<file path="src/muldiv_pkg.sv">
// *********************************************************
// Shared widths and funct3 operation codes for the RV32 M
// extension multiply/divide unit.
// *********************************************************

package muldiv_pkg;

    // *********************************************************
    // Datapath sizes
    // *********************************************************

    localparam int DATA_WIDTH = 32;                        // Operand and result width.

    // The divider retires one quotient bit per cycle.
    localparam int DIV_CYCLES = DATA_WIDTH;                // Divider iterations per run.

    // Counter wide enough to hold DIV_CYCLES itself.
    localparam int DIV_CNT_WIDTH = $clog2(DIV_CYCLES + 1);

    // *********************************************************
    // Operation codes
    // *********************************************************

    // funct3 of the OP opcode with funct7 = 0000001.
    // Bit 2 separates multiplies from divides.
    // Bit 0 marks the unsigned divide forms.
    typedef enum logic [2:0] {
        OP_MUL    = 3'b000,                                // Signed x signed, low half.
        OP_MULH   = 3'b001,                                // Signed x signed, high half.
        OP_MULHSU = 3'b010,                                // Signed rs1 x unsigned rs2, high half.
        OP_MULHU  = 3'b011,                                // Unsigned x unsigned, high half.
        OP_DIV    = 3'b100,                                // Signed quotient.
        OP_DIVU   = 3'b101,                                // Unsigned quotient.
        OP_REM    = 3'b110,                                // Signed remainder.
        OP_REMU   = 3'b111                                 // Unsigned remainder.
    } muldiv_op_e;

endpackage
</file>
<file path="src/muldiv_unit.sv">
// *********************************************************
// Multiply/divide unit top level. Core starts an operation
// and polls busy; multiplies finish in the same cycle.
// *********************************************************

module muldiv_unit
    import muldiv_pkg::*;
(
    input  logic                  clk,
    input  logic                  rstLow,                  // Asynchronous reset, active low.
    input  logic [DATA_WIDTH-1:0] rs1_i,                   // Multiplicand or dividend.
    input  logic [DATA_WIDTH-1:0] rs2_i,                   // Multiplier or divisor.
    input  muldiv_op_e            funct3_i,                // Operation select.
    input  logic                  start_i,                 // One cycle start pulse.
    output logic [DATA_WIDTH-1:0] result_o,                // Valid whenever busy is low.
    output logic                  busy_o                   // High while the divider runs.
);

    logic [DATA_WIDTH-1:0] a_abs;                          // Magnitude of rs1.
    logic [DATA_WIDTH-1:0] b_abs;                          // Magnitude of rs2.
    logic                  neg_q;                          // Product/quotient needs negation.
    logic                  neg_r;                          // Remainder needs negation.
    logic                  div_start;                      // Divider start pulse.
    logic                  div_zero;                       // Divisor is zero.
    logic                  div_ovf;                        // Signed overflow case.
    logic                  div_busy;                       // Divider iterating.
    logic [DATA_WIDTH-1:0] quotient;
    logic [DATA_WIDTH-1:0] remainder;

    // Signedness and magnitudes.
    muldiv_operand_prep u_operand_prep (
        .rs1_i    (rs1_i),
        .rs2_i    (rs2_i),
        .funct3_i (funct3_i),
        .a_abs_o  (a_abs),
        .b_abs_o  (b_abs),
        .neg_q_o  (neg_q),
        .neg_r_o  (neg_r)
    );

    // Special cases, start decision and busy.
    muldiv_ctrl u_ctrl (
        .clk         (clk),
        .rstLow      (rstLow),
        .rs1_i       (rs1_i),
        .rs2_i       (rs2_i),
        .funct3_i    (funct3_i),
        .start_i     (start_i),
        .a_abs_i     (a_abs),
        .b_abs_i     (b_abs),
        .div_busy_i  (div_busy),
        .div_start_o (div_start),
        .div_zero_o  (div_zero),
        .div_ovf_o   (div_ovf),
        .busy_o      (busy_o)
    );

    // Unsigned iterative divider on the magnitudes.
    div_restoring u_div (
        .clk         (clk),
        .rstLow      (rstLow),
        .start_i     (div_start),
        .dividend_i  (a_abs),
        .divisor_i   (b_abs),
        .quotient_o  (quotient),
        .remainder_o (remainder),
        .busy_o      (div_busy)
    );

    // Product, sign fix-up and output mux.
    muldiv_result_sel u_result_sel (
        .funct3_i    (funct3_i),
        .a_abs_i     (a_abs),
        .b_abs_i     (b_abs),
        .rs1_i       (rs1_i),
        .neg_q_i     (neg_q),
        .neg_r_i     (neg_r),
        .quotient_i  (quotient),
        .remainder_i (remainder),
        .div_zero_i  (div_zero),
        .div_ovf_i   (div_ovf),
        .result_o    (result_o)
    );

endmodule

</file>
<file path="src/muldiv_result_sel.sv">
// *********************************************************
// Result selection. Forms the product, applies the sign
// corrections and picks the output for all eight codes.
// *********************************************************

module muldiv_result_sel
    import muldiv_pkg::*;
(
    input  muldiv_op_e            funct3_i,
    input  logic [DATA_WIDTH-1:0] a_abs_i,                 // Magnitude of rs1.
    input  logic [DATA_WIDTH-1:0] b_abs_i,                 // Magnitude of rs2.
    input  logic [DATA_WIDTH-1:0] rs1_i,                   // Raw rs1 for special cases.
    input  logic                  neg_q_i,
    input  logic                  neg_r_i,
    input  logic [DATA_WIDTH-1:0] quotient_i,              // Unsigned divider quotient.
    input  logic [DATA_WIDTH-1:0] remainder_i,             // Unsigned divider remainder.
    input  logic                  div_zero_i,
    input  logic                  div_ovf_i,
    output logic [DATA_WIDTH-1:0] result_o
);

    logic [2*DATA_WIDTH-1:0] product;                      // Unsigned full product.
    logic [2*DATA_WIDTH-1:0] product_fix;                  // Product with sign applied.
    logic [DATA_WIDTH-1:0]   quotient_fix;
    logic [DATA_WIDTH-1:0]   remainder_fix;
    logic [DATA_WIDTH-1:0]   div_result;                   // DIV and DIVU outcome.
    logic [DATA_WIDTH-1:0]   rem_result;                   // REM and REMU outcome.

    // *********************************************************
    // Multiply
    // *********************************************************

    assign product     = a_abs_i * b_abs_i;
    assign product_fix = neg_q_i ? -product : product;     // MULHU never sets neg_q.

    // *********************************************************
    // Divide
    // *********************************************************

    // Sign flags stay low for the unsigned codes.
    assign quotient_fix  = neg_q_i ? -quotient_i : quotient_i;
    assign remainder_fix = neg_r_i ? -remainder_i : remainder_i;

    // Zero divisor wins over overflow, which only the signed codes raise.
    always_comb begin
        if (div_zero_i) begin
            div_result = '1;                               // All ones quotient.
            rem_result = rs1_i;                            // Dividend as remainder.
        end else if (div_ovf_i) begin
            div_result = rs1_i;                            // Most negative value.
            rem_result = '0;
        end else begin
            div_result = quotient_fix;
            rem_result = remainder_fix;
        end
    end

    // *********************************************************
    // Output select
    // *********************************************************

    always_comb begin
        result_o = div_result;
        case (funct3_i)
            OP_MUL:    result_o = product_fix[DATA_WIDTH-1:0];
            OP_MULH,
            OP_MULHSU,
            OP_MULHU:  result_o = product_fix[2*DATA_WIDTH-1:DATA_WIDTH];
            OP_DIV,
            OP_DIVU:   result_o = div_result;
            OP_REM,
            OP_REMU:   result_o = rem_result;
            default:   result_o = div_result;
        endcase
    end

endmodule

</file>
<file path="src/div_restoring.sv">
// *********************************************************
// Unsigned restoring divider, one quotient bit per cycle.
// Holds its last quotient and remainder until a new start.
// *********************************************************

module div_restoring
    import muldiv_pkg::*;
(
    input  logic                  clk,
    input  logic                  rstLow,
    input  logic                  start_i,                 // Load operands and begin.
    input  logic [DATA_WIDTH-1:0] dividend_i,
    input  logic [DATA_WIDTH-1:0] divisor_i,
    output logic [DATA_WIDTH-1:0] quotient_o,
    output logic [DATA_WIDTH-1:0] remainder_o,
    output logic                  busy_o                   // High for DIV_CYCLES cycles.
);

    logic [DATA_WIDTH-1:0]    rem_q;                       // Partial remainder.
    logic [DATA_WIDTH-1:0]    quo_q;                       // Dividend bits out, quotient bits in.
    logic [DATA_WIDTH-1:0]    divisor_q;                   // Divisor held for the run.
    logic [DIV_CNT_WIDTH-1:0] count_q;                     // Iterations left.
    logic [DATA_WIDTH:0]      shifted;                     // Remainder with next dividend bit.
    logic [DATA_WIDTH:0]      diff;                        // Trial subtraction.
    logic                     fits;                        // Divisor fits, quotient bit is 1.

    // *********************************************************
    // Trial subtraction
    // *********************************************************

    assign shifted = {rem_q, quo_q[DATA_WIDTH-1]};
    assign diff    = shifted - {1'b0, divisor_q};
    assign fits    = !diff[DATA_WIDTH];                    // No borrow out.

    // *********************************************************
    // Iteration registers
    // *********************************************************

    always_ff @(posedge clk or negedge rstLow) begin
        if (!rstLow) begin
            rem_q   <= '0;
            quo_q   <= '0;
            count_q <= '0;
        end else if (start_i) begin
            rem_q   <= '0;
            quo_q   <= dividend_i;                         // Dividend shifts out from the top.
            count_q <= DIV_CNT_WIDTH'(DIV_CYCLES);
        end else if (busy_o) begin
            // Keep the difference, or restore by keeping the shifted value.
            rem_q   <= fits ? diff[DATA_WIDTH-1:0] : shifted[DATA_WIDTH-1:0];
            quo_q   <= {quo_q[DATA_WIDTH-2:0], fits};
            count_q <= count_q - 1'b1;
        end
    end

    // Divisor for the run, loaded with each start.
    always_ff @(posedge clk) begin
        if (start_i) begin
            divisor_q <= divisor_i;
        end
    end

    assign busy_o      = (count_q != '0);                  // Drops after the last iteration.
    assign quotient_o  = quo_q;
    assign remainder_o = rem_q;

endmodule

</file>
<file path="src/muldiv_ctrl.sv">
// *********************************************************
// Control for the multiply/divide unit. Flags special divide
// cases, issues divider starts and forms the busy flag.
// *********************************************************

module muldiv_ctrl
    import muldiv_pkg::*;
(
    input  logic                  clk,
    input  logic                  rstLow,
    input  logic [DATA_WIDTH-1:0] rs1_i,                   // Raw dividend.
    input  logic [DATA_WIDTH-1:0] rs2_i,                   // Raw divisor.
    input  muldiv_op_e            funct3_i,
    input  logic                  start_i,                 // Start request from the core.
    input  logic [DATA_WIDTH-1:0] a_abs_i,                 // Dividend magnitude.
    input  logic [DATA_WIDTH-1:0] b_abs_i,                 // Divisor magnitude.
    input  logic                  div_busy_i,              // Divider still iterating.
    output logic                  div_start_o,             // Single cycle divider start.
    output logic                  div_zero_o,              // Divide by zero.
    output logic                  div_ovf_o,               // Most negative / -1.
    output logic                  busy_o
);

    logic                  is_div;                         // Divide or remainder code.
    logic                  is_signed_div;                  // DIV or REM.
    logic                  reuse;                          // Same magnitudes as last run.
    logic                  start_lat_q;                    // Set from start until divider idle.
    logic [DATA_WIDTH-1:0] a_prev_q;                       // Magnitudes of the last run.
    logic [DATA_WIDTH-1:0] b_prev_q;

    // *********************************************************
    // Special cases
    // *********************************************************

    assign is_div        = funct3_i[2];
    assign is_signed_div = (funct3_i == OP_DIV) || (funct3_i == OP_REM);

    assign div_zero_o = (rs2_i == '0);

    // Quotient 2^(W-1) does not fit in a signed word.
    assign div_ovf_o = is_signed_div
                     && (rs1_i == {1'b1, {(DATA_WIDTH-1){1'b0}}})
                     && (rs2_i == '1);

    // *********************************************************
    // Operand reuse
    // *********************************************************

    // The divider only sees magnitudes, so signed and unsigned forms
    // share a run as long as the magnitudes agree.
    always_ff @(posedge clk or negedge rstLow) begin
        if (!rstLow) begin
            a_prev_q <= '0;
            b_prev_q <= '0;
        end else if (div_start_o) begin
            a_prev_q <= a_abs_i;                           // Capture at the start edge.
            b_prev_q <= b_abs_i;
        end
    end

    assign reuse = (a_prev_q == a_abs_i) && (b_prev_q == b_abs_i);

    // *********************************************************
    // Start pulse and busy
    // *********************************************************

    // Latch holds off a held start_i until the divider has finished.
    always_ff @(posedge clk or negedge rstLow) begin
        if (!rstLow) begin
            start_lat_q <= 1'b0;
        end else if (start_lat_q) begin
            start_lat_q <= div_busy_i;                     // Clear once the run ends.
        end else begin
            start_lat_q <= div_start_o;
        end
    end

    assign div_start_o = start_i
                       && is_div
                       && !div_zero_o
                       && !div_ovf_o
                       && !reuse
                       && !start_lat_q
                       && !div_busy_i;

    // High in the start cycle already, so the core stalls at once.
    assign busy_o = div_start_o || div_busy_i;

endmodule

</file>
<file path="src/muldiv_operand_prep.sv">
// *********************************************************
// Operand preparation. Turns signed operands into magnitudes
// and works out the result sign corrections.
// *********************************************************

module muldiv_operand_prep
    import muldiv_pkg::*;
(
    input  logic [DATA_WIDTH-1:0] rs1_i,
    input  logic [DATA_WIDTH-1:0] rs2_i,
    input  muldiv_op_e            funct3_i,
    output logic [DATA_WIDTH-1:0] a_abs_o,                 // Magnitude of rs1.
    output logic [DATA_WIDTH-1:0] b_abs_o,                 // Magnitude of rs2.
    output logic                  neg_q_o,                 // Negate product or quotient.
    output logic                  neg_r_o                  // Negate remainder.
);

    logic rs1_signed;                                      // rs1 read as two's complement.
    logic rs2_signed;                                      // rs2 read as two's complement.
    logic a_neg;                                           // rs1 counts and is negative.
    logic b_neg;                                           // rs2 counts and is negative.

    // M extension rule. MULHSU takes rs1 signed, rs2 unsigned.
    assign rs2_signed = (funct3_i == OP_MUL)
                     || (funct3_i == OP_MULH)
                     || (funct3_i == OP_DIV)
                     || (funct3_i == OP_REM);
    assign rs1_signed = rs2_signed || (funct3_i == OP_MULHSU);

    assign a_neg = rs1_signed && rs1_i[DATA_WIDTH-1];
    assign b_neg = rs2_signed && rs2_i[DATA_WIDTH-1];

    // Most negative value maps onto itself, which is the right magnitude
    // when read unsigned.
    assign a_abs_o = a_neg ? -rs1_i : rs1_i;
    assign b_abs_o = b_neg ? -rs2_i : rs2_i;

    assign neg_q_o = a_neg ^ b_neg;                        // Signs differ.
    assign neg_r_o = a_neg;                                // Remainder follows the dividend.

endmodule

</file>
<file path="config.mk">
export PLATFORM = sky130hd
export DESIGN_NAME = muldiv_unit
export DESIGN_NICKNAME = d
export VERILOG_FILES = /design/src/muldiv_pkg.sv /design/src/muldiv_unit.sv /design/src/muldiv_result_sel.sv /design/src/div_restoring.sv /design/src/muldiv_ctrl.sv /design/src/muldiv_operand_prep.sv
export SDC_FILE = /design/constraint.sdc
export NUM_CORES = 2
export LEC_CHECK = 0
export BUFFER_PORTS_ARGS = -buffer_cell sky130_fd_sc_hd__buf_2
export CAP_MARGIN = 20
export CORE_AREA = 2 2 350 352
export CTS_CLUSTER_DIAMETER = 80
export DETAILED_ROUTE_END_ITERATION = 8
export DIE_AREA = 0 0 352 354
export PLACE_DENSITY = 0.53
export REMOVE_ABC_BUFFERS = 1
export SYNTH_ARGS = -nofsm -noshare
export SYNTH_HDL_FRONTEND = slang
export SYNTH_SLANG_ARGS = --single-unit
</file>
<file path="constraint.sdc">
create_clock -name clk -period 14.7 [get_ports clk]
set_input_delay 1.47 -clock clk [delete_from_list [all_inputs] [get_ports clk]]
set_output_delay 1.47 -clock clk [all_outputs]
set_load 0.005 [all_outputs]
</file>
==> summary.txt <==
Outcome
  – Status: complete, no violations

Layout
  – Share of cells above drive strength 1: a little over a tenth
  – Nets: 7,064
  – Finished Cell Area: 52,940 um^2
  – Synth-to-layout area growth: 10.37%
  – Fillers: 12,257

Setup path
  – CP Capture Type: primary output
  – Most used cell, CP: fa_1
  – Worst Path Max Fanout: 10
  – Slowest stage delay, CP: about 670 ps
  – CP arrival: 12,930 ps
  – Crit path max-delay cell type: or4_1
  – Crit path required time: 13,230 ps
  – Critical path class: input port to primary output
  – Crit path launch type: input port

Die
  – Die width: 352 um
  – Die height: 354 um
  – # IOs: 103
  – Die area: 124,600 um^2
  – Initial Util: approximately two fifths
  – Core area: 120,900 um^2
  – Row Count: 128

Synthesis
  – Synth area leader: fa_1
  – Synth Flop Type: dfrtp_1
  – Post-synthesis async set-or-reset flop share: 80.84%
  – Count leader, synth: inv_1
  – Netlist cell types: 103
  – Share of Yosys cell area claimed by the top area cell type: 37.44%
  – Synth cell count leaders: inv_1, fa_1, nor2_1
  – Mean cell area of the mapped netlist: 8.458 um^2
  – Largest cells by area after synthesis: fa_1, ha_1, inv_1
  – Synthesized area: about 48,000 um^2
  – Number of synthesized flops with an enable pin: 32
  – Register area share after synthesis: 9.047%
  – Yosys warnings: 0
  – Post-synthesis cell count: about 5,700
  – Seq cells post-synth: 167

Drt
  – Drt wl/cell: around 27 um
  – Post-route antenna net violation count: 0
  – Starting DRT DRC Count: 4,179
  – Drt drc: 0
  – Via density per instance: 5.633
  – Wirelength, routed: 200.4 mm
  – Pre-antenna DRT Iters: 7
  – Vias: 41,880

Clocking
  – Clock sinks: 167
  – CTS clk-pin slew, worst paths: 80 ps
  – Worst skew pair latency: 510 ps
  – Hold_buf cts: 0
  – CTS tree: done
  – Htree depth: 4
  – Total CTS buffers: 17
  – CTS root buffer: clkbuf_16
  – Max Root-Sink Buffers: 2

STA
  – Fin. Hold Viols: 0
  – RSZ-0062 raised after global routing: yes
  – Worst relative slew slack: 23.56%
  – Clock Skew: 15.46 ps
  – Minimum clock period: ~14,000 ps
  – Final period util: 97.98%
  – Transition time of the tightest slew-check pin: 1147 ps
  – Fin Hold WS: approximately 500 ps
  – Max Fclk: 69.43 MHz
  – Setup Viol. Count Final: 0
  – Slew Viols, Final: 0

Min path
  – Hold Path Class: register to register

Place
  – IO buf count: roughly 100
  – Dpl hpwl: 167.1 mm
  – Post-DP Area: 52,250 um^2
  – Routability cong.: 1.014

GRT
  – Global-route usage over all layers: 32.46%
  – Vias in the first global route: 42,563
  – Initial antenna violation count: 14
  – GR Overflow Total: 0
  – Global-route wire length before repair: 294.3 mm
  – Pin count of the biggest net entering global routing: 91

Run
  – Max-cap viol count: 0
==> layout by cell type (no fill, tap or decap), drive strengths merged, types with 65 or more instances in the layout <==
| cell | netlist | layout |
|---|---|---|
| fa | 897 | 897 |
| nor3 | 66 | 66 |
| dfrtp | 135 | 135 |
| nand2 | 675 | 675 |
| mux2 | 66 | 66 |
| o21ai | 198 | 198 |
| a21oi | 220 | 220 |
| nand3 | 65 | 65 |
| xor2 | 127 | 127 |
| inv | 1006 | 1014 |
| ha | 302 | 302 |
| nor2 | 686 | 686 |
| a21o | 69 | 69 |
| buf | 22 | 403 |
| xnor2 | 211 | 211 |
==> metal layers <==
| metal | global-route usage, % | part of all wire (%) | vias up |
|---|---|---|---|
| li1 | - | - | 18099 |
| met1 | 44.06 | 42 | 21641 |
| met2 | 51.20 | 45 | 1788 |
| met3 | 5.144 | 7.7 | 344 |
| met4 | 14.57 | 5.3 | 8 |
| met5 | 0 | 0.022 | - |
==> critical path, delay by kind of cell <==
family | cells | cell delay [ps]
compound gates | 5 | 1770
fa+ha+maj | 9 | 4570
simple gates | 9 | 3200
mux | 1 | 400
buf+inv | 6 | 1010
xor+xnor | 2 | 470
==> repair_timing <==
| action | 4_1_cts | 5_1_grt |
|---|---|---|
| gates resized for setup | 0 | 13 |
| setup buffers | 0 | 2 |
| endpoints found under the setup margin | 0 | 21 |
==> area by class of cell <==
| type | instances | area (um^2) | area share (%) |
|---|---|---|---|
| multi-input cells | 4195 | 39340 | 74.31 |
| repair buffers | 403 | 2821 | 5.330 |
| clock buffers | 17 | 425.4 | 0.8036 |
| diodes | 2 | 5.005 | 0.009454 |
| well taps | 1625 | 2033 | 3.841 |
| flip-flops and latches | 167 | 4339 | 8.196 |
| clock inverters | 15 | 176.4 | 0.3332 |
| inverters | 1011 | 3799 | 7.175 |
==> path summary, 6_finish.rpt <==
| check | from | to | slack, ps | cells after the start |
|---|---|---|---|---|
| max | rs1_i[9] | result_o[27] | 300 | 32 |
| max in group asynchronous | rstLow | u_ctrl.b_prev_q[6]$_DFFE_PN0P_ | 12240 | 2 |
| min reg2reg | u_div.count_q[3]$_DFFE_PN0P_ | u_div.count_q[3]$_DFFE_PN0P_ | 500 | 1 |
| min in group asynchronous | rstLow | u_div.remainder_o[28]$_DFFE_PN0P_ | 1010 | 1 |
| max reg2reg | u_ctrl.a_prev_q[31]$_DFFE_PN0P_ | u_ctrl.a_prev_q[17]$_DFFE_PN0P_ | 9490 | 14 |
| min | u_div.count_q[3]$_DFFE_PN0P_ | u_div.count_q[3]$_DFFE_PN0P_ | 500 | 1 |
==> cells by family (layout without fill, tap and decap cells) <==
kind of cell	Yosys count	count (layout)	share of synthesized area, %
adder cells (fa/ha/maj)	1199	1199	45.32
AND/OR/NAND/NOR	1758	1758	15.92
flip-flops	167	167	9.047
other	0	2	0
XOR/XNOR	338	338	6.250
multiplexers	101	101	2.280
buffers and inverters	1309	1446	10.34
AO/OA/AOI/OAI	799	799	10.84
==> through the flow <==
step | std cells | setup TNS (ps) | setup WS [ps] | util, %
floorplan | 5373 | 0 | 793.3 | -
global placement | 7399 | 0 | 321.2 | 43.21
detailed placement | 7399 | 0 | 269.8 | 43.21
CTS | 7431 | 0 | 193.4 | 43.71
global route | 7433 | -120.9 | -79.03 | 43.78
finish | 7435 | 0 | 297.3 | 43.78
==> registers in the layout, indices dropped and copies added, names as in the netlist <==
register / flops
u_div.count_q: 6
u_ctrl.start_lat_q: 1
u_ctrl.a_prev_q: 32
u_div.divisor_q: 32
u_ctrl.b_prev_q: 32
u_div.remainder_o: 32
u_div.quotient_o: 32
Power is not shown: default switching activity piles up to over one toggle a cycle in this logic, so the estimate is an artifact.
